[config.mk]
export PLATFORM = sky130hd
export DESIGN_NAME = mem_arbiter_flat
export DESIGN_NICKNAME = d
export VERILOG_FILES = /design/src/hw/wb_bus_pkg.sv /design/src/hw/wb_req_if.sv /design/src/hw/mem_arbiter.sv /design/src/flat_wrapper.sv
export SDC_FILE = /design/constraint.sdc
export NUM_CORES = 1
export LEC_CHECK = 0
export BUFFER_PORTS_ARGS = -buffer_cell sky130_fd_sc_hd__buf_2
export CAP_MARGIN = 10
export CORE_AREA = 2 2 122 124
export CTS_CLUSTER_DIAMETER = 50
export DETAILED_ROUTE_END_ITERATION = 16
export DIE_AREA = 0 0 124 126
export PLACE_DENSITY_LB_ADDON = 0.25
export SYNTH_ARGS = -nofsm -noshare
export SYNTH_HDL_FRONTEND = slang
export SYNTH_SLANG_ARGS = --single-unit
[constraint.sdc]
create_clock -name clk -period 1.3 [get_ports clk]
set_clock_uncertainty 0.15 [all_clocks]
set_input_delay 0.13 -clock clk [delete_from_list [all_inputs] [get_ports clk]]
set_output_delay 0.13 -clock clk [all_outputs]
set_load 0.005 [all_outputs]
[src/hw/wb_bus_pkg.sv]
// Wishbone bus types
`default_nettype none

package wb_bus_pkg;

    localparam int ADDR_W = 32;
    localparam int DATA_W = 32;
    localparam int SEL_W  = 4;

    typedef logic [ADDR_W-1:0] addr_t;
    typedef logic [DATA_W-1:0] data_t;
    typedef logic [SEL_W-1:0]  sel_t;

    // Who currently holds the memory
    typedef enum logic [1:0] {
        OWN_NONE,
        OWN_DMA,
        OWN_CPU
    } owner_e;

    // Copy engine sequencing
    typedef enum logic [1:0] {
        DMA_IDLE,
        DMA_READ,
        DMA_WRITE,
        DMA_GAP
    } dma_state_e;

endpackage

`default_nettype wire
[src/hw/wb_req_if.sv]
// Wishbone request channel
`timescale 1ns/1ps
`default_nettype none

interface wb_req_if;

    import wb_bus_pkg::*;

    // Request side, held until ack
    logic  stb;
    logic  cyc;
    logic  we;
    sel_t  sel;
    addr_t adr;
    data_t wdat;

    // Response side, ack is a single-cycle pulse
    logic  ack;
    data_t rdat;

    modport requester (
        output stb,
        output cyc,
        output we,
        output sel,
        output adr,
        output wdat,
        input  ack,
        input  rdat
    );

    modport responder (
        input  stb,
        input  cyc,
        input  we,
        input  sel,
        input  adr,
        input  wdat,
        output ack,
        output rdat
    );

endinterface

`default_nettype wire

[src/hw/mem_arbiter.sv]
// Fixed-priority memory arbiter
`timescale 1ns/1ps
`default_nettype none

module mem_arbiter (
    input  wire          clk,
    input  wire          rst,
    wb_req_if.responder  cpu_i,
    wb_req_if.responder  dma_i,
    wb_req_if.requester  mem_o
);

    import wb_bus_pkg::*;

    owner_e owner_q;
    owner_e owner_d;

    // DMA wins a tie, grant holds until the memory acks
    always_comb begin
        owner_d = owner_q;
        case (owner_q)
            OWN_NONE: begin
                if (dma_i.stb && dma_i.cyc) begin
                    owner_d = OWN_DMA;
                end else if (cpu_i.stb && cpu_i.cyc) begin
                    owner_d = OWN_CPU;
                end
            end
            default: begin
                if (mem_o.ack) begin
                    owner_d = OWN_NONE;
                end
            end
        endcase
    end

    always_ff @(posedge clk) begin
        if (rst) begin
            owner_q <= OWN_NONE;
        end else begin
            owner_q <= owner_d;
        end
    end

    // Only the owner reaches the memory
    always_comb begin
        mem_o.stb  = 1'b0;
        mem_o.cyc  = 1'b0;
        mem_o.we   = 1'b0;
        mem_o.sel  = '0;
        mem_o.adr  = '0;
        mem_o.wdat = '0;
        case (owner_q)
            OWN_DMA: begin
                mem_o.stb  = dma_i.stb;
                mem_o.cyc  = dma_i.cyc;
                mem_o.we   = dma_i.we;
                mem_o.sel  = dma_i.sel;
                mem_o.adr  = dma_i.adr;
                mem_o.wdat = dma_i.wdat;
            end
            OWN_CPU: begin
                mem_o.stb  = cpu_i.stb;
                mem_o.cyc  = cpu_i.cyc;
                mem_o.we   = cpu_i.we;
                mem_o.sel  = cpu_i.sel;
                mem_o.adr  = cpu_i.adr;
                mem_o.wdat = cpu_i.wdat;
            end
            default: ;
        endcase
    end

    // The waiting side sees ack low
    assign dma_i.ack  = (owner_q == OWN_DMA) && mem_o.ack;
    assign dma_i.rdat = (owner_q == OWN_DMA) ? mem_o.rdat : '0;
    assign cpu_i.ack  = (owner_q == OWN_CPU) && mem_o.ack;
    assign cpu_i.rdat = (owner_q == OWN_CPU) ? mem_o.rdat : '0;

endmodule

`default_nettype wire

[src/flat_wrapper.sv]
// flat-port wrapper written by rule: the top's interface ports become plain ports
module mem_arbiter_flat import wb_bus_pkg::*;
  (clk, rst, cpu_i_stb, cpu_i_cyc, cpu_i_we, cpu_i_sel, cpu_i_adr, cpu_i_wdat, cpu_i_ack, cpu_i_rdat, dma_i_stb, dma_i_cyc, dma_i_we, dma_i_sel, dma_i_adr, dma_i_wdat, dma_i_ack, dma_i_rdat, mem_o_stb, mem_o_cyc, mem_o_we, mem_o_sel, mem_o_adr, mem_o_wdat, mem_o_ack, mem_o_rdat);
  wb_req_if cpu_i_i ();
  wb_req_if dma_i_i ();
  wb_req_if mem_o_i ();
  input  wire clk;
  input  wire rst;
  input wire logic [$bits(cpu_i_i.stb)-1:0] cpu_i_stb;
  input wire logic [$bits(cpu_i_i.cyc)-1:0] cpu_i_cyc;
  input wire logic [$bits(cpu_i_i.we)-1:0] cpu_i_we;
  input wire logic [$bits(cpu_i_i.sel)-1:0] cpu_i_sel;
  input wire logic [$bits(cpu_i_i.adr)-1:0] cpu_i_adr;
  input wire logic [$bits(cpu_i_i.wdat)-1:0] cpu_i_wdat;
  output wire logic [$bits(cpu_i_i.ack)-1:0] cpu_i_ack;
  output wire logic [$bits(cpu_i_i.rdat)-1:0] cpu_i_rdat;
  input wire logic [$bits(dma_i_i.stb)-1:0] dma_i_stb;
  input wire logic [$bits(dma_i_i.cyc)-1:0] dma_i_cyc;
  input wire logic [$bits(dma_i_i.we)-1:0] dma_i_we;
  input wire logic [$bits(dma_i_i.sel)-1:0] dma_i_sel;
  input wire logic [$bits(dma_i_i.adr)-1:0] dma_i_adr;
  input wire logic [$bits(dma_i_i.wdat)-1:0] dma_i_wdat;
  output wire logic [$bits(dma_i_i.ack)-1:0] dma_i_ack;
  output wire logic [$bits(dma_i_i.rdat)-1:0] dma_i_rdat;
  output wire logic [$bits(mem_o_i.stb)-1:0] mem_o_stb;
  output wire logic [$bits(mem_o_i.cyc)-1:0] mem_o_cyc;
  output wire logic [$bits(mem_o_i.we)-1:0] mem_o_we;
  output wire logic [$bits(mem_o_i.sel)-1:0] mem_o_sel;
  output wire logic [$bits(mem_o_i.adr)-1:0] mem_o_adr;
  output wire logic [$bits(mem_o_i.wdat)-1:0] mem_o_wdat;
  input wire logic [$bits(mem_o_i.ack)-1:0] mem_o_ack;
  input wire logic [$bits(mem_o_i.rdat)-1:0] mem_o_rdat;
  assign cpu_i_i.stb = cpu_i_stb;
  assign cpu_i_i.cyc = cpu_i_cyc;
  assign cpu_i_i.we = cpu_i_we;
  assign cpu_i_i.sel = cpu_i_sel;
  assign cpu_i_i.adr = cpu_i_adr;
  assign cpu_i_i.wdat = cpu_i_wdat;
  assign cpu_i_ack = cpu_i_i.ack;
  assign cpu_i_rdat = cpu_i_i.rdat;
  assign dma_i_i.stb = dma_i_stb;
  assign dma_i_i.cyc = dma_i_cyc;
  assign dma_i_i.we = dma_i_we;
  assign dma_i_i.sel = dma_i_sel;
  assign dma_i_i.adr = dma_i_adr;
  assign dma_i_i.wdat = dma_i_wdat;
  assign dma_i_ack = dma_i_i.ack;
  assign dma_i_rdat = dma_i_i.rdat;
  assign mem_o_stb = mem_o_i.stb;
  assign mem_o_cyc = mem_o_i.cyc;
  assign mem_o_we = mem_o_i.we;
  assign mem_o_sel = mem_o_i.sel;
  assign mem_o_adr = mem_o_i.adr;
  assign mem_o_wdat = mem_o_i.wdat;
  assign mem_o_i.ack = mem_o_ack;
  assign mem_o_i.rdat = mem_o_rdat;
  mem_arbiter u_core (.clk(clk), .rst(rst), .cpu_i(cpu_i_i), .dma_i(dma_i_i), .mem_o(mem_o_i));
endmodule
-- After elaboration in Yosys (flattened, before gate mapping)
Index checks and enable logic that the tools add are counted.
- equal/unequal tests: 3
- mux-type cells: 12
- reduce and logical (&&, ||, !) cells: 7
- operators with widths (cell ; number):
    case mux 32 bit (2 select lines) ; 2
    2-to-1 mux 32 bit ; 2
    2-to-1 mux 2 bit ; 4
    case mux 4 bit (2 select lines) ; 1
    case mux 1 bit (2 select lines) ; 3
    logical AND 1 bit ; 4
    inequality test 3 x 1 -> 1 bit (second input constant) ; 1
    equality test 2 x 1 -> 1 bit (second input constant) ; 1
    equality test 2 bit (second input constant) ; 1
    logical NOT 2 bit ; 1
    AND reduction 2 bit ; 1
    nonzero test 2 bit ; 1
- bits in registers: 2
- input bits: 177
- output and inout bits: 137
- word-level logic and storage cells: 23

-- Logic depth before layout (Yosys ltp)
- depth in word-level cells: 4
- mapped depth: 7

-- Worst setup path after synthesis
Ideal clock, no wire load.
- path kind: register to output
- from: register u_core.owner_q[0]
- to: output mem_o_adr[24]
- data arrival time: 1.146 ns
- required time: 1.020 ns
- slack: -0.126 ns
- stages on the path, launching flop included: 8
- buffers on the path: 3
- cell sequence: dfxtp_1 > inv_1 > ha_1 > buf_4 > buf_6 > buf_6 > a22oi_1 > nor2b_1
- cells in the longest elaborated chain, start to end: 2
- ends and longest elaborated chain (element ; line ; source):
    start, declared ; mem_arbiter.sv:15 ; owner_e owner_q;
    start signal, assigned ; mem_arbiter.sv:41 ; owner_q <= owner_d;
    equality test 2 bit or equality test 2 x 1 -> 1 bit (tied branches) ; mem_arbiter.sv:53 ; case (owner_q)
    case mux 32 bit (2 select lines) * ; mem_arbiter.sv:53 ;
    end, declared ; flat_wrapper.sv:29 ; output wire logic [$bits(mem_o_i.adr)-1:0] mem_o_adr;
Mark *: on every way between the ends. The rest lies on a longest branch, timed or not.

-- Final worst setup path
- from: register u_core.owner_q[0]
- to: output mem_o_wdat[19]
- cells in the longest elaborated chain, start to end: 2
- ends and longest elaborated chain (element ; line ; source):
    equality test 2 bit or equality test 2 x 1 -> 1 bit (tied branches) ; mem_arbiter.sv:53 ;
    case mux 32 bit (2 select lines) * ; mem_arbiter.sv:53 ;
    end, declared ; flat_wrapper.sv:30 ; output wire logic [$bits(mem_o_i.wdat)-1:0] mem_o_wdat;
Marks and branches as above.

==> impl_metrics.toml <==
[finish]
final_cell_mix = "291 x buf_2, 71 x nor2b_1, 55 x and2_4"
nets = 744
fillers = 1554
antennaDiodeCount = 0
drive_above_1_share = 0.7811
final_common_cell = "buf_2"
area_delta_synth_final_pct = 133.9
largest_register_ffs = 2
largest_register = "u_core.owner_q"
final_area_um2 = 4297
reg_top3 = "u_core.owner_q (2)"

[critical_path]
cpPeakStageDelay_ps = 340
end_kind = "output port"
critical_path.reg2reg.endpoint = "u_core.owner_q[1]"
startpoint_type = "flip-flop"
crit_arrival_ps = 1480
cp_data_required_time_ps = 1020
critical_path.max_fanout = 25
crit_type = "reg2out"
r2r_start = "u_core.owner_q[0]"
crit_chain = "buf_6, ha_4, buf_16, a22oi_2, nor2b_1, buf_2"
r2r_slack_ps = 70
crit_slowest_cell = "dfxtp_2"
ff2ff_path_depth = 5

[hold_path]
worstHoldPathCells = 3
min_from = "cpu_i_cyc"
hold_end = "u_core.owner_q[1]"
hp-class = "in2reg"

[clock_tree]
clock-sinks = 2
cts_tree = "done"
cts_max_level = 1
clkLatencyLatePin_ps = 220
clkTransAtPathRegs_ps = 30
clock_tree.buffer_depth = 2
numCtsBuffers = 3
clk_root_buffer_cell = "clkbuf_16"

[synthesis]
synth_mux_area_frac = 0
netlist_instances = 255
synth_cell_types = 18
synth_simple_gate_area_frac = 0.4741
synth_nets = 435
synth_top_family_by_area = "simple AND/OR/NAND/NOR gates"
ys_warn_count = 0
synth_adder_area_share = 0.02044
synth_area_um2 = 1837
synth-seq-area-share = 0.02180
synth_seq_cells = 2
synth_compound_area_frac = 0.3638
syn-mean-instance-area_um2 = 7.203
synthXorXnorAreaFrac = 0

[floorplanning]
rows = 44
core_um2 = 14310
dieArea_um2 = 15620
die_h_um = 126
start_util = 0.1283
die_width_um = 124
ios = 314

[timing]
finalSetupViolations = 137
tightest_slew_ps = 192.6
fin_crit_ps = 1760
hold_viol_final = 0
postLayoutSetupSlackWorst_ps = -460.2
rsz0062_at_grt = "yes"
relSlewSlack = 0.8716
max_freq_mhz = 568.1
post-route-period-util = 1.354
tns_ps = -52280
slew_viol_final = 0

[outcome]
status = "complete, but fails checks"
violations = "negative setup slack"

[drt]
drc = 0
via_count = 3117
detail_route.wl_per_cell_um = 14.30
antenna_left = 0
first_pass_iters = 4
viasPerCell = 4.178
drt_wl_total_um = 10670
drt_iter0_drc = 69

[power_and_ir_drop]
power_w = 0.001868
p_leak_nw = 2.176
ir_drop_mv = 0.6113
p_per_area_nw_per_um2 = 434.7

[placed_design]
io_buffers = 313
place_area_um2 = 3751
dp_hpwl_um = 7949
preCtsSetupSlack_ps = -271.7
finalWeightedCongestion = 0.8315

[global_routing]
grt_pass1_wl_um = 13870
grt_pass1_vias = 2767
grt_max_degree = 45
grt_overflow_total = 0
antenna_found_initial = 0
grt.total_usage = 0.1089

[run]
maxCapViolCount = 0
-- how the worst max path moves through the flow --
stage | start | to | slack, ps | depth (start not counted)
detailed placement | u_core.owner_q[1] | mem_o_wdat[22] | -270 | 6
CTS | u_core.owner_q[0] | mem_o_adr[14] | -470 | 6
global placement | u_core.owner_q[1] | mem_o_wdat[22] | -260 | 6
floorplan | u_core.owner_q[1] | mem_o_wdat[10] | -80 | 7
global route | u_core.owner_q[1] | mem_o_wdat[21] | -540 | 6
finish | u_core.owner_q[0] | mem_o_wdat[19] | -460 | 6
-- routing by layer --
metal / wire (um) / track usage / vias up
met2: 5846 / 0.2130 / 124
li1: - / - / 1499
met4: 0 / 0.003305 / 0
met3: 598 / 0.009058 / 0
met5: 0 / 0 / -
met1: 4220 / 0.1338 / 1494
-- report_power, final --
| part | leakage, nW | switching [W] | internal, W |
|---|---|---|---|
| Clock | 0.0370 | 0.0000646 | 0.000391 |
| Sequential | 0.0172 | 0.00000431 | 0.0000672 |
| Combinational | 2.12 | 0.000567 | 0.000774 |
-- metrics by stage --
stage                 util  cells  hold WS (ps)
floorplan                -    255         41.65
global placement    0.2621    732         150.2
detailed placement  0.2621    732         152.5
CTS                 0.2788    743         39.00
global route        0.3002    746         43.60
finish              0.3002    746         39.23
-- synth_stat cells (all sizes together) --
library cell  instances  share of area
a21boi                2         0.0082
a21oi                 2         0.0054
a22oi                71           0.34
and2                 66           0.22
buf                  21          0.093
clkbuf               10          0.022
dfxtp                 2          0.022
ha                    3          0.020
inv                   2         0.0041
nand3                 2         0.0054
nor2                  1         0.0020
nor2b                71           0.24
o21ai                 2         0.0054
-- worst max-delay path: cells and delay by family (launching register included) --
family	cells	cell delay [ps]
AOI/OAI and AO/OA	1	100
adders and majority gates	1	210
buffers and inverters	3	450
DFF	1	340
and+or+nand+nor	1	150
-- layout make-up --
cell class | instances | area [um^2] | share of cell area
timing repair buffer | 335 | 2091 | 0.4866
inverter | 2 | 7.507 | 0.001747
multi-input combinational | 220 | 1851 | 0.4307
tap | 184 | 230.2 | 0.05358
sequential | 2 | 42.54 | 0.009901
clock buffer | 3 | 75.07 | 0.01747
-- kinds of logic (layout without fill, tap and decap cells) --
logic type      Yosys count  after routing
simple gates            140            140
compound gates           77             77
buf+inv                  33            340
fa+ha+maj                 3              3
flops                     2              2
-- timing repair --
item                                    in CTS  in global routing
pin swaps                                    0                  1
gates cloned                                 4                  4
hold buffers                                 1                  0
endpoints found under the hold margin        2                  0
gates resized for setup                     14                 52
buffers inserted                             3                  0
endpoints found under the setup margin     138                138
Power figures use the tool's default switching activity.
