**config.mk**
```make
export PLATFORM = sky130hd
export DESIGN_NAME = dma_copy_engine_flat
export DESIGN_NICKNAME = d
export VERILOG_FILES = /design/src/hw/soc_map_pkg.sv /design/src/hw/wb_bus_pkg.sv /design/src/hw/wb_req_if.sv /design/src/hw/dma_copy_engine.sv /design/src/flat_wrapper.sv
export SDC_FILE = /design/constraint.sdc
export NUM_CORES = 1
export LEC_CHECK = 0
export BUFFER_PORTS_ARGS = -buffer_cell sky130_fd_sc_hd__buf_2
export CAP_MARGIN = 20
export CORE_MARGIN = 2
export CORE_UTILIZATION = 35
export DETAILED_ROUTE_END_ITERATION = 12
export MAX_ROUTING_LAYER = met4
export PLACE_DENSITY_LB_ADDON = 0.25
export SLEW_MARGIN = 10
export SYNTH_ARGS = -nofsm -noshare
export SYNTH_HDL_FRONTEND = slang
export SYNTH_SLANG_ARGS = --single-unit
```
**constraint.sdc**
```tcl
create_clock -name clk -period 4.3 [get_ports clk]
set_input_delay 0.215 -clock clk [delete_from_list [all_inputs] [get_ports clk]]
set_output_delay 0.215 -clock clk [all_outputs]
set_load 0.03 [all_outputs]
```
**src/hw/soc_map_pkg.sv**
```systemverilog
// SoC address map
`default_nettype none

package soc_map_pkg;

    // On-chip word memory window
    localparam logic [31:0] MEM_BASE = 32'h3800_0000;
    localparam logic [31:0] MEM_SPAN = 32'h0000_4000;

    // DMA register block
    localparam logic [31:0] DMA_BASE     = 32'h3000_0080;
    localparam logic [31:0] DMA_REG_SRC  = 32'h0000_0000;
    localparam logic [31:0] DMA_REG_DST  = 32'h0000_0004;
    localparam logic [31:0] DMA_REG_CTRL = 32'h0000_0008;
    localparam logic [31:0] DMA_REG_STAT = 32'h0000_000C;

    // Target of a CPU access
    typedef enum logic [1:0] {
        REGION_MEM,
        REGION_DMA,
        REGION_NONE
    } region_e;

endpackage

`default_nettype wire

```
**src/hw/wb_bus_pkg.sv**
```systemverilog
// Wishbone bus types
`default_nettype none

package wb_bus_pkg;

    localparam int ADDR_W = 32;
    localparam int DATA_W = 32;
    localparam int SEL_W  = 4;

    typedef logic [ADDR_W-1:0] addr_t;
    typedef logic [DATA_W-1:0] data_t;
    typedef logic [SEL_W-1:0]  sel_t;

    // Who currently holds the memory
    typedef enum logic [1:0] {
        OWN_NONE,
        OWN_DMA,
        OWN_CPU
    } owner_e;

    // Copy engine sequencing
    typedef enum logic [1:0] {
        DMA_IDLE,
        DMA_READ,
        DMA_WRITE,
        DMA_GAP
    } dma_state_e;

endpackage

`default_nettype wire
```
**src/hw/wb_req_if.sv**
```systemverilog
// Wishbone request channel
`timescale 1ns/1ps
`default_nettype none

interface wb_req_if;

    import wb_bus_pkg::*;

    // Request side, held until ack
    logic  stb;
    logic  cyc;
    logic  we;
    sel_t  sel;
    addr_t adr;
    data_t wdat;

    // Response side, ack is a single-cycle pulse
    logic  ack;
    data_t rdat;

    modport requester (
        output stb,
        output cyc,
        output we,
        output sel,
        output adr,
        output wdat,
        input  ack,
        input  rdat
    );

    modport responder (
        input  stb,
        input  cyc,
        input  we,
        input  sel,
        input  adr,
        input  wdat,
        output ack,
        output rdat
    );

endinterface

`default_nettype wire

```
**src/hw/dma_copy_engine.sv**
```systemverilog
// Memory-to-memory DMA copy engine
`timescale 1ns/1ps
`default_nettype none

module dma_copy_engine #(
    parameter int unsigned LEN_W = 16
) (
    input  wire          clk,
    input  wire          rst,
    wb_req_if.responder  reg_i,
    wb_req_if.requester  mem_o,
    output logic         busy_o
);

    import wb_bus_pkg::*;
    import soc_map_pkg::*;

    dma_state_e       state;
    logic             req_q;
    logic [LEN_W-1:0] remain_q;
    logic [LEN_W-1:0] ctrl_count;
    logic             busy;
    logic             reg_hit;
    logic             reg_ack_q;
    data_t            reg_rdat_q;
    logic             start;
    addr_t            src_q;
    addr_t            dst_q;
    addr_t            cur_src;
    addr_t            cur_dst;
    data_t            data_q;

    assign busy       = (state != DMA_IDLE);
    assign busy_o     = busy;
    assign reg_hit    = reg_i.stb && reg_i.cyc && !reg_ack_q;
    assign ctrl_count = reg_i.wdat[LEN_W-1:0];

    // A control write with a zero count or during a copy does nothing
    assign start = reg_hit && reg_i.we && (reg_i.adr[3:0] == DMA_REG_CTRL[3:0])
                   && (ctrl_count != '0) && !busy;

    // Register port, ack one cycle after the strobe
    always_ff @(posedge clk) begin
        if (rst) begin
            reg_ack_q <= 1'b0;
            src_q     <= '0;
            dst_q     <= '0;
        end else begin
            reg_ack_q <= reg_hit;
            if (reg_hit && reg_i.we) begin
                case (reg_i.adr[3:0])
                    DMA_REG_SRC[3:0]: src_q <= reg_i.wdat;
                    DMA_REG_DST[3:0]: dst_q <= reg_i.wdat;
                    default: ;
                endcase
            end
        end
    end

    always_ff @(posedge clk) begin
        if (reg_hit) begin
            case (reg_i.adr[3:0])
                DMA_REG_SRC[3:0]:  reg_rdat_q <= src_q;
                DMA_REG_DST[3:0]:  reg_rdat_q <= dst_q;
                DMA_REG_STAT[3:0]: reg_rdat_q <= DATA_W'({remain_q, busy});
                default:           reg_rdat_q <= '0;
            endcase
        end
    end

    assign reg_i.ack  = reg_ack_q;
    assign reg_i.rdat = reg_rdat_q;

    // Copy sequence: read, idle cycle, write, gap
    always_ff @(posedge clk) begin
        if (rst) begin
            state    <= DMA_IDLE;
            req_q    <= 1'b0;
            remain_q <= '0;
        end else begin
            case (state)
                DMA_IDLE: begin
                    if (start) begin
                        state    <= DMA_READ;
                        req_q    <= 1'b1;
                        remain_q <= ctrl_count;
                    end
                end
                DMA_READ: begin
                    if (mem_o.ack) begin
                        req_q <= 1'b0;
                        state <= DMA_WRITE;
                    end
                end
                DMA_WRITE: begin
                    // Strobe stays low for one cycle after the read ack
                    if (!req_q) begin
                        req_q <= 1'b1;
                    end else if (mem_o.ack) begin
                        req_q    <= 1'b0;
                        remain_q <= remain_q - 1'b1;
                        state    <= DMA_GAP;
                    end
                end
                default: begin
                    // Gap cycle lets a waiting CPU in
                    if (remain_q == '0) begin
                        state <= DMA_IDLE;
                    end else begin
                        state <= DMA_READ;
                        req_q <= 1'b1;
                    end
                end
            endcase
        end
    end

    // Working addresses and the word in flight
    always_ff @(posedge clk) begin
        if (start) begin
            cur_src <= src_q;
            cur_dst <= dst_q;
        end
        if (state == DMA_READ && mem_o.ack) begin
            data_q <= mem_o.rdat;
        end
        if (state == DMA_WRITE && req_q && mem_o.ack) begin
            cur_src <= cur_src + 32'd4;
            cur_dst <= cur_dst + 32'd4;
        end
    end

    assign mem_o.stb  = req_q;
    assign mem_o.cyc  = req_q;
    assign mem_o.we   = (state == DMA_WRITE);
    assign mem_o.sel  = '1;
    assign mem_o.adr  = (state == DMA_WRITE) ? cur_dst : cur_src;
    assign mem_o.wdat = data_q;

endmodule

`default_nettype wire

```
**src/flat_wrapper.sv**
```systemverilog
// flat-port wrapper written by rule: the top's interface ports become plain ports
module dma_copy_engine_flat import wb_bus_pkg::*; import soc_map_pkg::*;
#(
    parameter int unsigned LEN_W = 16
)
  (clk, rst, busy_o, reg_i_stb, reg_i_cyc, reg_i_we, reg_i_sel, reg_i_adr, reg_i_wdat, reg_i_ack, reg_i_rdat, mem_o_stb, mem_o_cyc, mem_o_we, mem_o_sel, mem_o_adr, mem_o_wdat, mem_o_ack, mem_o_rdat);
  wb_req_if reg_i_i ();
  wb_req_if mem_o_i ();
  input  wire clk;
  input  wire rst;
  output logic busy_o;
  input wire logic [$bits(reg_i_i.stb)-1:0] reg_i_stb;
  input wire logic [$bits(reg_i_i.cyc)-1:0] reg_i_cyc;
  input wire logic [$bits(reg_i_i.we)-1:0] reg_i_we;
  input wire logic [$bits(reg_i_i.sel)-1:0] reg_i_sel;
  input wire logic [$bits(reg_i_i.adr)-1:0] reg_i_adr;
  input wire logic [$bits(reg_i_i.wdat)-1:0] reg_i_wdat;
  output wire logic [$bits(reg_i_i.ack)-1:0] reg_i_ack;
  output wire logic [$bits(reg_i_i.rdat)-1:0] reg_i_rdat;
  output wire logic [$bits(mem_o_i.stb)-1:0] mem_o_stb;
  output wire logic [$bits(mem_o_i.cyc)-1:0] mem_o_cyc;
  output wire logic [$bits(mem_o_i.we)-1:0] mem_o_we;
  output wire logic [$bits(mem_o_i.sel)-1:0] mem_o_sel;
  output wire logic [$bits(mem_o_i.adr)-1:0] mem_o_adr;
  output wire logic [$bits(mem_o_i.wdat)-1:0] mem_o_wdat;
  input wire logic [$bits(mem_o_i.ack)-1:0] mem_o_ack;
  input wire logic [$bits(mem_o_i.rdat)-1:0] mem_o_rdat;
  assign reg_i_i.stb = reg_i_stb;
  assign reg_i_i.cyc = reg_i_cyc;
  assign reg_i_i.we = reg_i_we;
  assign reg_i_i.sel = reg_i_sel;
  assign reg_i_i.adr = reg_i_adr;
  assign reg_i_i.wdat = reg_i_wdat;
  assign reg_i_ack = reg_i_i.ack;
  assign reg_i_rdat = reg_i_i.rdat;
  assign mem_o_stb = mem_o_i.stb;
  assign mem_o_cyc = mem_o_i.cyc;
  assign mem_o_we = mem_o_i.we;
  assign mem_o_sel = mem_o_i.sel;
  assign mem_o_adr = mem_o_i.adr;
  assign mem_o_wdat = mem_o_i.wdat;
  assign mem_o_i.ack = mem_o_ack;
  assign mem_o_i.rdat = mem_o_rdat;
  dma_copy_engine #(.LEN_W(LEN_W)) u_core (.clk(clk), .rst(rst), .reg_i(reg_i_i), .mem_o(mem_o_i), .busy_o(busy_o));
endmodule
```
Word-level counts from Yosys, hierarchy flattened
Index checks and enable logic that the tools add are counted.

Bits in registers: 212. Input bits: 106. Word-level logic and storage cells: 68.

Add/sub/neg operators: 3. Equal/unequal tests: 10. Multiplexer cells: 22. Reduce and logical (&&, ||, !) cells: 23.

Operators by type and width (number): $mux 32 (5); $pmux 32 s3 (1); $add 32x3->32 const B (2); $mux 16 (3); $pmux 16 s2 (1); $logic_not 16->1 (1); $reduce_bool 16->1 (1); $sub 16x1->16 const B (1); $logic_and 1x1->1 (9); $eq 4x4->1 const B (2); $mux 2 (4); $reduce_and 4->1 (2); $mux 1 (6); $ne 2x1->1 const B (3); $pmux 2 s3 (1); $reduce_bool 2->1 (3); $eq 4x3->1 const B (1); $logic_not 4->1 (1); $ne 4x4->1 const B (1); $reduce_and 2->1 (2); $pmux 1 s3 (1); $reduce_and 3->1 (1); $eq 2x1->1 const B (1); $eq 2x2->1 const B (1); other kinds (3) (4).

Longest topological paths before layout
Depth in word-level cells: 8. Depth in mapped cells: 9.

Least setup slack after synthesis
Ideal clock, no wire load.

Kind: register to register. From: register u_core.state[0]. To: register u_core.cur_dst[10], enable pin. Setup time: 0.661 ns. Arrival time: 2.547 ns. Path slack: 1.091 ns. Stages on the path, launching flop included: 7. Path buffers: 2. Period minus slack after synthesis: 3.209 ns. Cells stage by stage: dfxtp_1 > inv_1 > ha_1 > nand3_1 > clkbuf_1 > clkbuf_1 > nand2_1.

Cells in the longest elaborated chain, start to end: 4. Elaborated cells on any way between the ends: 7.

RTL lines: start, declared (RTL line dma_copy_engine.sv:18) `dma_state_e state;`; start signal, assigned (RTL line dma_copy_engine.sv:77) `state <= DMA_IDLE;`; start signal, assigned (RTL line dma_copy_engine.sv:84) `state <= DMA_READ;`; start signal, assigned (RTL line dma_copy_engine.sv:92) `state <= DMA_WRITE;`; $eq 2x2->1; via mem_o_we (RTL line flat_wrapper.sv:22) `output wire logic [$bits(mem_o_i.we)-1:0] mem_o_we;`; $logic_and 1x1->1 (2 in series) (RTL line dma_copy_engine.sv:127) `if (state == DMA_WRITE && req_q && mem_o.ack) begin`; $reduce_bool 2->1 (no source line); end signal, assigned (RTL line dma_copy_engine.sv:122) `cur_dst <= dst_q;`; end signal, assigned (RTL line dma_copy_engine.sv:129) `cur_dst <= cur_dst + 32'd4;`; end, declared (RTL line dma_copy_engine.sv:30) `addr_t cur_dst;`.

The timed path passes the listed nets, and every way through them passes these cells. A chain may end at the register's enable or synchronous reset.

Final worst setup path
From: register u_core.state[0]. To: output port mem_o_adr[15].

Cells in the longest elaborated chain, start to end: 2.

RTL lines: $eq 2x2->1 (RTL line dma_copy_engine.sv:137) `assign mem_o.adr = (state == DMA_WRITE) ? cur_dst : cur_src;`; $mux 32 (RTL line dma_copy_engine.sv:137); end, declared (RTL line flat_wrapper.sv:24) `output wire logic [$bits(mem_o_i.adr)-1:0] mem_o_adr;`.

No other way between the ends.

==> metrics.md <==
| Metric | Value |
|---|---|
| Starting DRT DRC Count | 732 |
| Die height | roughly 170 um |
| Syn Inst Count | 1013 |
| Vias | approximately 8500 |
| WS Path Type | reg -> out |
| Gr usage total | 20.5% |
| Share of the cycle needed by the critical path after routing | 64.3% |
| #FFs+latches synth | 212 |
| Starting density of the core | a little over a third |
| Netlist cell types | 56 |
| Yosys top cell by area | edfxtp_1 |
| Post-DP HPWL | 20.0 mm |
| CP max stage delay | 0.61 ns |
| Largest net degree at the start of global routing | 123 |
| Req. time, crit path | 4.09 ns |
| Final hold viol count | 0 |
| Final ANT Viol Nets | 0 |
| Standard-cell rows | just over 60 |
| Die area | 30100 um2 |
| Slowest-stage cell, CP | buf_4 |
| Most common cell in the netlist | nand2_1 |
| Pre-CTS setup slack | 1.69 ns |
| Crit Path Max Fanout | 56 |
| Final setup viols | 0 |
| Sequential-to-total area share from yosys stat | around 55% |
| DRC Markers | 0 |
| Share of the synthesized area in the top cell type | between 30% and 40% |
| Ant diodes | 0 |
| Ys async rst share | 0% |
| First-pass GRT wire length | approximately 48 mm |
| YS warnings | 0 |
| H-tree depth | 1 |
| # IOs | about 210 |
| Sequential power share | a little under half |
| Part of the power in combinational logic | between 7 and 8% |
| Ranking of synthesized cells by area | edfxtp_1, dfxtp_1, nand2_1 |
| Slew Limit Fails | 0 |
| Post-route minimum period | 2.76 ns |
| Clk slew on worst S/H paths | 0.06 ns |
| Clock group share of total power | 45.6% |
| Fin nets | ~1300 |
| Mapped cell area | 10000 um2 |
| Vias/cell | 5.19 |
| Clock tree from TritonCTS | built |
| Outcome | finished clean |
| Initial antenna violation count | 0 |
| Sw power | 0.00110 W |
| Core area | 28500 um2 |
| RSZ-0062 raised after global routing | no |
| Final hold slack | 0.0150 ns |
| Clock Path Buffers | 3 |
| First-pass DRT Iterations | 6 |
| Die W | 173 um |
| Post-Route WL | approximately 31 mm |
| Vias in the first global route | slightly above 8000 |
| LEAKAGE | roughly 4.7 nW |
| Worst-Skew Late Latency | 0.52 ns |
| Crit path cell chain | inv_1 > ha_2 > buf_4 > mux2_2 > buf_2 |
| CTS Buf Count | 24 |
| Cts repair resizes | 0 |
| Ys flop type | edfxtp_1 |
| Worst clock skew | 0.0127 ns |
| Sw Share | 23.5% |
| EDFF count, synth | 128 |
| GR Overflow Total | 0 |
| Final GP Congestion | roughly 0.8 |
| Peak VDD IR | 0.258 mV |
| DR WL/cell | 18.8 um |
| Root Buffer | clkbuf_16 |
| Worst Hold Class | in -> reg |
| Final WS setup | 1.54 ns |
| TritonCTS Sinks | between 200 and 250 |
| Startpoint Class | register |
| Slew HR | 37.1% |
| Setup Buffers After CTS | 0 |
| Pwr Density | 365 nW/um2 |
| Area Growth Syn to Fin | 27.3% |
| Internal | between 0.003 and 0.004 W |
| Filler cells | 2726 |
| Max Clk Rate | between 0.3 and 0.4 GHz |
| Max_cap viols | 0 |
| Post-route cell area | 12800 um2 |
| Avg Inst Size Synth | between 9 and 10 um2 |
| TNS Setup | 0 ns |
| Critical Path Sink Type | output pin |
| Final Util | roughly 45% |
| Post-DP Area | between 10000 and 15000 um2 |
| Synth cell count leaders | nand2_1, edfxtp_1, a21oi_1 |
| Port bufs | 174 |
| Worst-Margin Slew | 0.940 ns |
| Crit path DAT | 2.55 ns |
| Share of cells above drive strength 1 | 22.2% |
[worst max-delay path, delay by kind of cell, from the launching register on]
kind | cells | cell delay [ns]
buffers and inverters | 3 | 0.93
multiplexers | 1 | 0.44
flip-flops | 1 | 0.33
adder cells (fa/ha/maj) | 1 | 0.28
[flip-flops by register name, indices dropped and copies added (netlist names)]
register           count
u_core.remain_q       16
u_core.reg_i.ack       1
u_core.cur_dst        32
u_core.cur_src        32
u_core.src_q          32
u_core.state           2
u_core.reg_i.rdat     32
u_core.dst_q          32
u_core.mem_o.wdat     32
u_core.mem_o.cyc       1
[per-layer routing]
| layer | global-route usage (%) | part of all wire, % |
|---|---|---|
| met1 | 27.5 | 45 |
| met4 | 4.27 | 1.7 |
| met3 | 3.55 | 6.8 |
| met2 | 32.8 | 47 |
| met5 | - | 0 |
[repair_timing]
| item | in CTS | in global routing |
|---|---|---|
| hold buffers | 64 | 0 |
| setup endpoints to repair | 0 | 0 |
| hold endpoints to repair | 96 | 0 |
[per-stage QoR]
stage / power (W) / cells
floorplan: 0.00242 / 1016
global placement: 0.00253 / 1519
detailed placement: 0.00253 / 1519
CTS: 0.00471 / 1627
global route: 0.00483 / 1629
finish: 0.00467 / 1629
[layout by cell type, fill, tap and decap left out, types with 5 or more instances in the layout]
cell           count
buf_2            174
o21ai_0           68
nor3_1            15
dlygate4sd3_1     64
ha_1               7
and3_1            10
clkbuf_16         26
inv_1             27
nor4_1            20
mux2_2            32
buf_4             10
xnor2_1           29
xor2_1            27
a222oi_1          16
and4_1             8
nor2b_1            7
dfxtp_1           84
edfxtp_1         128
nand2_1          230
and2_1             8
nor2_1            23
a21oi_1           88
o32ai_1            6
o31a_1             5
nand3_1           29
nand4_1           17
a22o_1            16
[logic make-up (layout without fill, tap and decap cells)]
family | Yosys count | in the layout | share of synthesized area (%)
buf+inv | 93 | 322 | 3.70
flops | 212 | 212 | 55.0
fa+ha+maj | 8 | 8 | 0.996
compound gates | 217 | 217 | 13.1
mux | 32 | 32 | 3.59
other cells | 1 | 4 | 0.0373
simple gates | 394 | 394 | 18.7
xor+xnor | 56 | 56 | 4.88
[power groups by stage]
stage          registers, W  logic, W  clock network, W
6_report            0.00220  0.000341           0.00213
5_1_grt             0.00220  0.000364           0.00226
4_1_cts             0.00220  0.000336           0.00218
3_5_place_dp        0.00224  0.000290                 0
3_3_place_gp        0.00224  0.000288                 0
2_1_floorplan       0.00230  0.000118                 0
[layout make-up]
| type | count | area, um2 | share of cell area [%] |
|---|---|---|---|
| multi-input combinational | 711 | 4200 | 32.8 |
| tap | 384 | 480 | 3.76 |
| clock buffer | 31 | 699 | 5.47 |
| clock inverter | 13 | 126 | 0.988 |
| timing repair buffer | 251 | 1660 | 13.0 |
| sequential | 212 | 5530 | 43.2 |
| inverter | 27 | 101 | 0.792 |
[final timing paths]
kind	start	end	slack, ns	cells after the start
max reg2reg	u_core.reg_i.ack$_SDFF_PP0_	u_core.cur_dst[16]$_DFFE_PP_	1.73	5
max	u_core.state[0]$_SDFFE_PP0P_	mem_o_adr[15]	1.54	5
min reg2reg	u_core.src_q[0]$_SDFFE_PP0P_	u_core.src_q[0]$_SDFFE_PP0P_	0.47	2
min	reg_i_cyc	u_core.reg_i.ack$_SDFF_PP0_	0.01	3
Note: power is estimated with default switching activity, not from simulation.
