$ cat config.mk
export PLATFORM = sky130hd
export DESIGN_NAME = wb_addr_decode_flat
export DESIGN_NICKNAME = d
export VERILOG_FILES = /design/src/hw/soc_map_pkg.sv /design/src/hw/wb_bus_pkg.sv /design/src/hw/wb_req_if.sv /design/src/hw/wb_addr_decode.sv /design/src/flat_wrapper.sv
export SDC_FILE = /design/constraint.sdc
export NUM_CORES = 1
export LEC_CHECK = 0
export ABC_CLOCK_PERIOD_IN_PS = 2500
export BUFFER_PORTS_ARGS = -buffer_cell sky130_fd_sc_hd__buf_2
export CAP_MARGIN = 20
export CORE_AREA = 4 4 120 122
export CTS_BUF_LIST = sky130_fd_sc_hd__clkbuf_2 sky130_fd_sc_hd__clkbuf_4 sky130_fd_sc_hd__clkbuf_8
export DETAILED_ROUTE_END_ITERATION = 8
export DIE_AREA = 0 0 124 126
export PLACE_DENSITY = 0.51
export SYNTH_ARGS = -nofsm -noshare
export SYNTH_HDL_FRONTEND = slang
export SYNTH_SLANG_ARGS = --single-unit
$ cat constraint.sdc
create_clock -name clk -period 2.5 [get_ports clk]
set_input_delay 0.125 -clock clk [delete_from_list [all_inputs] [get_ports clk]]
set_output_delay 0.125 -clock clk [all_outputs]
set_load 0.05 [all_outputs]
$ cat src/hw/soc_map_pkg.sv
// SoC address map
`default_nettype none

package soc_map_pkg;

    // On-chip word memory window
    localparam logic [31:0] MEM_BASE = 32'h3800_0000;
    localparam logic [31:0] MEM_SPAN = 32'h0000_4000;

    // DMA register block
    localparam logic [31:0] DMA_BASE     = 32'h3000_0080;
    localparam logic [31:0] DMA_REG_SRC  = 32'h0000_0000;
    localparam logic [31:0] DMA_REG_DST  = 32'h0000_0004;
    localparam logic [31:0] DMA_REG_CTRL = 32'h0000_0008;
    localparam logic [31:0] DMA_REG_STAT = 32'h0000_000C;

    // Target of a CPU access
    typedef enum logic [1:0] {
        REGION_MEM,
        REGION_DMA,
        REGION_NONE
    } region_e;

endpackage

`default_nettype wire

$ cat src/hw/wb_bus_pkg.sv
// Wishbone bus types
`default_nettype none

package wb_bus_pkg;

    localparam int ADDR_W = 32;
    localparam int DATA_W = 32;
    localparam int SEL_W  = 4;

    typedef logic [ADDR_W-1:0] addr_t;
    typedef logic [DATA_W-1:0] data_t;
    typedef logic [SEL_W-1:0]  sel_t;

    // Who currently holds the memory
    typedef enum logic [1:0] {
        OWN_NONE,
        OWN_DMA,
        OWN_CPU
    } owner_e;

    // Copy engine sequencing
    typedef enum logic [1:0] {
        DMA_IDLE,
        DMA_READ,
        DMA_WRITE,
        DMA_GAP
    } dma_state_e;

endpackage

`default_nettype wire
$ cat src/hw/wb_req_if.sv
// Wishbone request channel
`timescale 1ns/1ps
`default_nettype none

interface wb_req_if;

    import wb_bus_pkg::*;

    // Request side, held until ack
    logic  stb;
    logic  cyc;
    logic  we;
    sel_t  sel;
    addr_t adr;
    data_t wdat;

    // Response side, ack is a single-cycle pulse
    logic  ack;
    data_t rdat;

    modport requester (
        output stb,
        output cyc,
        output we,
        output sel,
        output adr,
        output wdat,
        input  ack,
        input  rdat
    );

    modport responder (
        input  stb,
        input  cyc,
        input  we,
        input  sel,
        input  adr,
        input  wdat,
        output ack,
        output rdat
    );

endinterface

`default_nettype wire

$ cat src/hw/wb_addr_decode.sv
// CPU address decoder
`timescale 1ns/1ps
`default_nettype none

module wb_addr_decode #(
    parameter int unsigned MEM_WORDS = 4096
) (
    input  wire                     clk,
    input  wire                     rst,
    input  wire                     wbs_stb_i,
    input  wire                     wbs_cyc_i,
    input  wire                     wbs_we_i,
    input  wire wb_bus_pkg::sel_t   wbs_sel_i,
    input  wire wb_bus_pkg::addr_t  wbs_adr_i,
    input  wire wb_bus_pkg::data_t  wbs_dat_i,
    output logic                    wbs_ack_o,
    output wb_bus_pkg::data_t       wbs_dat_o,
    wb_req_if.requester             mem_o,
    wb_req_if.requester             dma_o
);

    import wb_bus_pkg::*;
    import soc_map_pkg::*;

    // Memory window ends at the smaller of the map span and the array size
    localparam addr_t MEM_LIMIT = (MEM_WORDS * 4 < MEM_SPAN) ? addr_t'(MEM_WORDS * 4) : MEM_SPAN;

    region_e region;
    logic    to_mem;
    logic    to_dma;
    logic    none_ack;

    always_comb begin
        if (wbs_adr_i >= MEM_BASE && wbs_adr_i < MEM_BASE + MEM_LIMIT) begin
            region = REGION_MEM;
        end else if (wbs_adr_i[ADDR_W-1:4] == DMA_BASE[ADDR_W-1:4]) begin
            region = REGION_DMA;
        end else begin
            region = REGION_NONE;
        end
    end

    assign to_mem = (region == REGION_MEM);
    assign to_dma = (region == REGION_DMA);

    // Only the selected channel sees a request, the other gets zeros
    assign mem_o.stb  = wbs_stb_i & to_mem;
    assign mem_o.cyc  = wbs_cyc_i & to_mem;
    assign mem_o.we   = wbs_we_i & to_mem;
    assign mem_o.sel  = wbs_sel_i & {SEL_W{to_mem}};
    assign mem_o.adr  = wbs_adr_i & {ADDR_W{to_mem}};
    assign mem_o.wdat = wbs_dat_i & {DATA_W{to_mem}};

    assign dma_o.stb  = wbs_stb_i & to_dma;
    assign dma_o.cyc  = wbs_cyc_i & to_dma;
    assign dma_o.we   = wbs_we_i & to_dma;
    assign dma_o.sel  = wbs_sel_i & {SEL_W{to_dma}};
    assign dma_o.adr  = wbs_adr_i & {ADDR_W{to_dma}};
    assign dma_o.wdat = wbs_dat_i & {DATA_W{to_dma}};

    // Stray accesses finish one cycle after the strobe
    always_ff @(posedge clk) begin
        if (rst) begin
            none_ack <= 1'b0;
        end else begin
            none_ack <= wbs_stb_i && wbs_cyc_i && (region == REGION_NONE) && !none_ack;
        end
    end

    always_comb begin
        case (region)
            REGION_MEM: begin
                wbs_ack_o = mem_o.ack;
                wbs_dat_o = mem_o.rdat;
            end
            REGION_DMA: begin
                wbs_ack_o = dma_o.ack;
                wbs_dat_o = dma_o.rdat;
            end
            default: begin
                wbs_ack_o = none_ack;
                wbs_dat_o = '0;
            end
        endcase
    end

endmodule

`default_nettype wire

$ cat src/flat_wrapper.sv
// flat-port wrapper written by rule: the top's interface ports become plain ports
module wb_addr_decode_flat import wb_bus_pkg::*; import soc_map_pkg::*;
#(
    parameter int unsigned MEM_WORDS = 4096
)
  (clk, rst, wbs_stb_i, wbs_cyc_i, wbs_we_i, wbs_sel_i, wbs_adr_i, wbs_dat_i, wbs_ack_o, wbs_dat_o, mem_o_stb, mem_o_cyc, mem_o_we, mem_o_sel, mem_o_adr, mem_o_wdat, mem_o_ack, mem_o_rdat, dma_o_stb, dma_o_cyc, dma_o_we, dma_o_sel, dma_o_adr, dma_o_wdat, dma_o_ack, dma_o_rdat);
  wb_req_if mem_o_i ();
  wb_req_if dma_o_i ();
  input  wire clk;
  input  wire rst;
  input  wire wbs_stb_i;
  input  wire wbs_cyc_i;
  input  wire wbs_we_i;
  input  wire wb_bus_pkg::sel_t wbs_sel_i;
  input  wire wb_bus_pkg::addr_t wbs_adr_i;
  input  wire wb_bus_pkg::data_t wbs_dat_i;
  output logic wbs_ack_o;
  output wb_bus_pkg::data_t wbs_dat_o;
  output wire logic [$bits(mem_o_i.stb)-1:0] mem_o_stb;
  output wire logic [$bits(mem_o_i.cyc)-1:0] mem_o_cyc;
  output wire logic [$bits(mem_o_i.we)-1:0] mem_o_we;
  output wire logic [$bits(mem_o_i.sel)-1:0] mem_o_sel;
  output wire logic [$bits(mem_o_i.adr)-1:0] mem_o_adr;
  output wire logic [$bits(mem_o_i.wdat)-1:0] mem_o_wdat;
  input wire logic [$bits(mem_o_i.ack)-1:0] mem_o_ack;
  input wire logic [$bits(mem_o_i.rdat)-1:0] mem_o_rdat;
  output wire logic [$bits(dma_o_i.stb)-1:0] dma_o_stb;
  output wire logic [$bits(dma_o_i.cyc)-1:0] dma_o_cyc;
  output wire logic [$bits(dma_o_i.we)-1:0] dma_o_we;
  output wire logic [$bits(dma_o_i.sel)-1:0] dma_o_sel;
  output wire logic [$bits(dma_o_i.adr)-1:0] dma_o_adr;
  output wire logic [$bits(dma_o_i.wdat)-1:0] dma_o_wdat;
  input wire logic [$bits(dma_o_i.ack)-1:0] dma_o_ack;
  input wire logic [$bits(dma_o_i.rdat)-1:0] dma_o_rdat;
  assign mem_o_stb = mem_o_i.stb;
  assign mem_o_cyc = mem_o_i.cyc;
  assign mem_o_we = mem_o_i.we;
  assign mem_o_sel = mem_o_i.sel;
  assign mem_o_adr = mem_o_i.adr;
  assign mem_o_wdat = mem_o_i.wdat;
  assign mem_o_i.ack = mem_o_ack;
  assign mem_o_i.rdat = mem_o_rdat;
  assign dma_o_stb = dma_o_i.stb;
  assign dma_o_cyc = dma_o_i.cyc;
  assign dma_o_we = dma_o_i.we;
  assign dma_o_sel = dma_o_i.sel;
  assign dma_o_adr = dma_o_i.adr;
  assign dma_o_wdat = dma_o_i.wdat;
  assign dma_o_i.ack = dma_o_ack;
  assign dma_o_i.rdat = dma_o_rdat;
  wb_addr_decode #(.MEM_WORDS(MEM_WORDS)) u_core (.clk(clk), .rst(rst), .wbs_stb_i(wbs_stb_i), .wbs_cyc_i(wbs_cyc_i), .wbs_we_i(wbs_we_i), .wbs_sel_i(wbs_sel_i), .wbs_adr_i(wbs_adr_i), .wbs_dat_i(wbs_dat_i), .wbs_ack_o(wbs_ack_o), .wbs_dat_o(wbs_dat_o), .mem_o(mem_o_i), .dma_o(dma_o_i));
endmodule
* After elaboration in Yosys (flattened, before gate mapping) *
Cells that the tools add are included.

storage, ports and cells
  bits in registers = 1
  bits of input ports = 139
  output and inout bits = 175

operators by class
  mux-type cells = 4
  reduce and logical (&&, ||, !) cells = 6
  bitwise operators = 12
  equality and inequality tests = 3
  order comparisons = 2

operators with widths
  cell                                                           count
  bitwise AND 32 bit                                             4
  one-hot mux 32 bit (2 select lines)                            1
  >= comparator 32 x 30 -> 1 bit (second input constant)         1
  less-than comparator 32 x 30 -> 1 bit (second input constant)  1
  equality test 28 x 26 -> 1 bit (second input constant)         1
  bitwise AND 4 bit                                              2
  bitwise AND 1 bit                                              6
  logical AND 1 bit                                              4
  2-to-1 mux 2 bit                                               2
  equality test 2 x 1 -> 1 bit (second input constant)           1
  equality test 2 bit (second input constant)                    1
  logical NOT 2 bit                                              1
  one-hot mux 1 bit (2 select lines)                             1
  logical NOT 1 bit                                              1

* Logic depth before layout (Yosys ltp) *
Gate-level depths: netlist of the first run.

  depth in word-level cells = 6
  depth in mapped cells = 7
  mapped depth without buffers = 4

* Least setup slack after synthesis of the first run *
OpenSTA, ideal clock, no wires.

  kind = input to output
  from = input port wbs_adr_i[18]
  to = output port wbs_dat_o[0]
  slack = 577 ps
  stages on the path = 6
  path buffers = 2
  arrival = 1,798 ps
  required time = 2,375 ps
  cell sequence = nor4_4 -> nand4b_4 -> or2_1 -> buf_6 -> buf_6 -> nor2_1

on the way
  word-level cells in the longest chain between the ends = 5
  elaborated cells on any way between the ends = 9
  those cells by class = 2 x order compare; 2 x eq/ne; 3 x mux; 2 x reduce/logical

RTL lines
  item                                                                      RTL line                                    text
  start: declaration                                                        flat_wrapper.sv:15                          input wire wb_bus_pkg::addr_t wbs_adr_i;
  >= comparator 32 x 30 -> 1 bit, or another cell as far along              wb_addr_decode.sv:34                        if (wbs_adr_i >= MEM_BASE && wbs_adr_i < MEM_BASE + MEM_LIMIT) begin
  logical AND 1 bit / 2-to-1 mux 2 bit (equally long branches)              wb_addr_decode.sv:34, wb_addr_decode.sv:36
  2-to-1 mux 2 bit *                                                        wb_addr_decode.sv:34
  equality test 2 x 1 -> 1 bit / logical NOT 2 bit (equally long branches)  wb_addr_decode.sv:71                        case (region)
  one-hot mux 32 bit (2 select lines) *                                     wb_addr_decode.sv:71
  end: declaration                                                          flat_wrapper.sv:18                          output wb_bus_pkg::data_t wbs_dat_o;

Mark *: on every way between the ends. The rest lies on a longest branch, timed or not.

* Worst setup path after layout of the first run *
  from = input port wbs_adr_i[18]
  to = output port wbs_dat_o[8]

The elaborated chain is that of the path after synthesis.

==> out/qor.csv, run 1 <==
metric;value;unit
p_comb_share;94.6;%
drive_gt1_share;57.1;%
met2_usage;20.1;%
vias;2494;
antenna_found_initial;0;
final-seq-area;20.0;um^2
die_area;15600;um^2
powerDensity;104;nW/um^2
cpPeakStageDelay;330;ps
crit_path_top_delay_cell;nor4_4;
syn_area_per_cell;7.00;um^2
final_cells;679;
hold_class;input port to register;
syn-cell-area;1730;um^2
rsz0062_at_grt;no;
yosys_warnings;0;
final_util;23.3;%
ys_seq_area_share;1.16;%
cp-end-kind;output pin;
final_cell_mix;272 x buf_2, 96 x and2_1, 40 x conb_1;
post_drt_wl_per_cell;13.4;um
die_h;126;um
cts_resized;0;
grt_usage;9.98;%
critPathBufInv;3;
p_seq_share;5.4;%
antenna_cells;0;
synth_xor_area_share;0;%
cellLeakagePower;1.91;nW
grt.busiest_layer;met2;
synth_compound_area_share;15.4;%
p_total;0.000320;W
drt-initial-drc-count;46;
postCtsHoldBufs;0;
setup_tns;0;ps
routabilityCongestion;0.823;
area_growth_syn_to_layout;77.6;%
fin_skew;0;ps
synth_cells;247;
critical_path.top_delay_family;simple AND/OR/NAND/NOR gates;
synth_mux_area_share;0;%
max_freq;510;MHz
placedCellCount;679;
synth-seq-cells;1;
switching_share;63.7;%
clkPwrFrac;0;%
drt-total-wl;9090;um
use_met1;11.1;%
crit_chain;buf_2 -> nor4_4 -> nand4b_4 -> or2_1 -> buf_4 -> nor2_1 -> buf_2;
clkTransAtPathRegs;0;ps
final_nets;644;
largestRegisters;u_core.none_ack: 1 flops;
largest_reg_flops;1;
slew_viol_final;0;
clock_latency;0;ps
period_needed;1960;ps
finalSetupViolCount;0;
synth_cell_types;23;
grt_pass1_vias;2335;
vias_per_cell;3.67;
dp_hpwl;7900;um
start_util;13.1;%
rows;42;
synth-simple-area-share;55.1;%
cpMostUsedCell;buf_2;
ios;314;
grt_max_degree;55;
port_buffers;273;
firstDrtPassIters;4;
post_cts_buffers;0;
ir_worst_vdd;0.0000859;V
path_class;input port to output pin;
hold_ws;407;ps
multi_input_area;1370;um^2
grt_pass1_wl;12600;um
die_w;124;um
remaining_drc_errors;0;
p_sw;0.000204;W
fillers;1509;
regMostFlops;u_core.none_ack;
p_int;0.000116;W
grt_remaining_overflow;0;
use_met3;2.02;%
maxCapViolations;0;
start_kind;input port;
crit_fanout;33;
fin_crit_sh;78.4;%
status;finished clean;
core;13200;um^2
mostFrequentLayoutCell;buf_2;
required;2380;ps
cp.arrival;1840;ps
finalHoldViolations;0;
synth_top_family_by_area;simple AND/OR/NAND/NOR gates;
ant_nets;0;
yosys.area_share.adder;0;%
## final timing paths
kind                         from               to  slack [ps]  cells after the start
setup / recovery    wbs_adr_i[18]     wbs_dat_o[8]         540                      7
hold reg to reg   u_core.none_ack  u_core.none_ack         580                      2
hold / removal          wbs_cyc_i  u_core.none_ack         410                      2
setup reg to reg  u_core.none_ack  u_core.none_ack        1860                      2
## per-layer routing
layer | vias up | share of wire (%)
met1 | 1103 | 35
met2 | 142 | 55
li1 | 1249 | -
met4 | 0 | 0
met5 | - | 0
met3 | 0 | 9.9
## power groups by stage
stage               registers [W]  logic (W)  clock network (W)
detailed placement      0.0000172   0.000302                  0
global placement        0.0000173   0.000301                  0
finish                  0.0000172   0.000303                  0
global route            0.0000173   0.000325                  0
CTS                     0.0000172   0.000303                  0
floorplan               0.0000172   0.000222                  0
## cell usage after synthesis, drive strengths merged
| library cell | count | area share (%) |
|---|---|---|
| inv | 1 | 0.22 |
| nor4b | 1 | 1.4 |
| and3 | 1 | 0.36 |
| nor2 | 34 | 7.4 |
| a22oi | 33 | 14 |
| buf | 58 | 27 |
| nand3 | 2 | 1.6 |
| and2 | 96 | 35 |
| nand4b | 1 | 1.4 |
| nor3 | 7 | 3.3 |
| nor4 | 4 | 4.1 |
| a211o | 1 | 0.51 |
| clkbuf | 3 | 0.65 |
| conb | 1 | 0.22 |
| dfxtp | 1 | 1.2 |
| and4 | 1 | 0.51 |
| o2bb2ai | 1 | 0.51 |
| or2 | 1 | 0.36 |
## cell type report
type | count | area share [%]
inverters | 1 | 0.122
multi-input cells | 223 | 44.6
flip-flops and latches | 1 | 0.653
well taps | 176 | 7.18
repair buffers | 278 | 47.5
## worst register-to-register path, cell delays in order, from the launching register on
cell     delay (ps)
dfxtp_1         300
nor2_1           40
and4_1          180
## logic make-up (layout without fill, tap and decap cells)
kind of cell           after synthesis  after routing
AND/OR/NAND/NOR                    148            148
buffers and inverters               62            279
AO/OA/AOI/OAI                       35             35
other                                1             40
flip-flops                           1              1
## stage by stage
stage               setup slack [ps]  cell area, um^2
finish                           540             3070
global route                     417             3070
CTS                              544             3070
detailed placement               548             3070
global placement                 539             3070
floorplan                        577             1870
Power figures use the tool's default switching activity.
==> run 2: changes to the inputs <==
--- a/config.mk
+++ b/config.mk
@@ -5,14 +5,14 @@
 export SDC_FILE = /design/constraint.sdc
 export NUM_CORES = 1
 export LEC_CHECK = 0
-export ABC_CLOCK_PERIOD_IN_PS = 2500
+export ABC_CLOCK_PERIOD_IN_PS = 2050
 export BUFFER_PORTS_ARGS = -buffer_cell sky130_fd_sc_hd__buf_2
 export CAP_MARGIN = 20
-export CORE_AREA = 4 4 120 122
+export CORE_AREA = 4 4 121 123
 export CTS_BUF_LIST = sky130_fd_sc_hd__clkbuf_2 sky130_fd_sc_hd__clkbuf_4 sky130_fd_sc_hd__clkbuf_8
 export DETAILED_ROUTE_END_ITERATION = 8
-export DIE_AREA = 0 0 124 126
-export PLACE_DENSITY = 0.51
+export DIE_AREA = 0 0 125 127
+export PLACE_DENSITY = 0.5
 export SYNTH_ARGS = -nofsm -noshare
 export SYNTH_HDL_FRONTEND = slang
 export SYNTH_SLANG_ARGS = --single-unit
==> constraint.sdc (replaced) <==
create_clock -name clk -period 2.05 [get_ports clk]
set_input_delay 0.1025 -clock clk [delete_from_list [all_inputs] [get_ports clk]]
set_output_delay 0.1025 -clock clk [all_outputs]
set_load 0.05 [all_outputs]
==> out/qor.csv, run 2 (synthesis gave the netlist of run 1 again) <==
metric;value;unit
drt-initial-drc-count;72;
grt_max_degree;45;
setup.worst_path.end;dma_o_stb;
core;13700;um^2
final_nets;654;
reg2reg_to;u_core.none_ack;
ios;314;
largest_reg_flops;1;
start_util;12.6;%
startpoint;wbs_adr_i[18];
firstDrtPassIters;4;
setup_tns;0;ps
clkTransAtPathRegs;0;ps
die_h;127;um
grt_usage;9.74;%
rows;43;
p_total;0.000393;W
period_needed;1800;ps
min-delay-start;wbs_cyc_i;
grt_remaining_overflow;0;
dp_hpwl;7810;um
cp.arrival;1700;ps
die_w;125;um
largestRegisters;u_core.none_ack: 1 flops;
r2r_start;u_core.none_ack;
start_kind;input port;
powerDensity;123;nW/um^2
slew_viol_final;0;
drive_gt1_share;57.9;%
mostFrequentLayoutCell;buf_2;
vias;2527;
placedCellCount;693;
rsz0062_at_grt;no;
reg2reg_slack;1380;ps
die_area;15900;um^2
fin_skew;0;ps
fin_crit_sh;88.0;%
postCtsHoldBufs;0;
max_freq;554;MHz
remaining_drc_errors;0;
routabilityCongestion;0.768;
ir_worst_vdd;0.0000994;V
required;1950;ps
ff2ff_path_depth;2;
maxCapViolations;0;
regMostFlops;u_core.none_ack;
area_growth_syn_to_layout;85.4;%
finalSetupViolCount;0;
final_cell_mix;271 x buf_2, 96 x and2_1, 40 x conb_1;
vias_per_cell;3.64;
fillers;1583;
crit_path_top_delay_cell;nor4_4;
cts_resized;0;
cpMostUsedCell;buf_2;
final-seq-area;20.0;um^2
hold_class;input port to register;
clock_latency;0;ps
cpPeakStageDelay;310;ps
crit_fanout;44;
antenna_found_initial;1;
grt_pass1_wl;13100;um
drt-total-wl;8810;um
post_drt_wl_per_cell;12.7;um
path_class;input port to output pin;
finalHoldViolations;0;
post_cts_buffers;0;
crit_chain;buf_2 -> nor4_4 -> nand4b_4 -> buf_4 -> nor3_4 -> buf_12 -> and2_1 -> buf_2;
final_cells;694;
ant_nets;0;
cellLeakagePower;1.98;nW
multi_input_area;1370;um^2
port_buffers;273;
grt_pass1_vias;2416;
cp-end-kind;output pin;
status;finished clean;
==> run 2: changes by cell type in the layout (fill, tap and decap cells not counted), sizes merged <==
cell / delta
buf: +10
diode: +1
==> run 2: worst max-delay path, delay by kind of cell <==
family | cells | cell delay, ps
AND/OR/NAND/NOR | 4 | 820
buffers and inverters | 4 | 770
==> run 2: worst min path at each step <==
stage	depth (start not counted)	end
floorplan	1	u_core.none_ack
global placement	2	u_core.none_ack
detailed placement	2	u_core.none_ack
CTS	2	u_core.none_ack
global route	2	u_core.none_ack
finish	2	u_core.none_ack
==> run 2: layout make-up <==
| cell class | count | area share (%) |
|---|---|---|
| diodes | 1 | 0.0781 |
| flip-flops and latches | 1 | 0.625 |
| repair buffers | 288 | 49.5 |
| inverters | 1 | 0.117 |
| multi-input cells | 223 | 42.7 |
| well taps | 180 | 7.03 |
==> run 2: through the flow <==
step	worst slack, ps	utilization, %	area, um^2	hold WS (ps)
floorplan	172	-	1870	274
global placement	222	23.4	3200	383
detailed placement	218	23.4	3200	384
CTS	214	23.4	3200	384
global route	145	23.4	3200	407
finish	245	23.4	3200	382
==> run 2: per-layer routing <==
layer	routed length, um	share of wire [%]	global-route usage, %	vias to the layer above
met3	917	10	2.05	0
met2	4600	52	18.8	159
met5	0	0	0	-
met4	0	0	0	0
met1	3300	37	11.8	1095
li1	-	-	-	1273
==> run 2: where the power goes <==
group             internal [W]        total [W]  switching, W
clock          0.0000000000654  0.0000000000654             0
sequential           0.0000207        0.0000212   0.000000525
combinational         0.000124         0.000372      0.000248
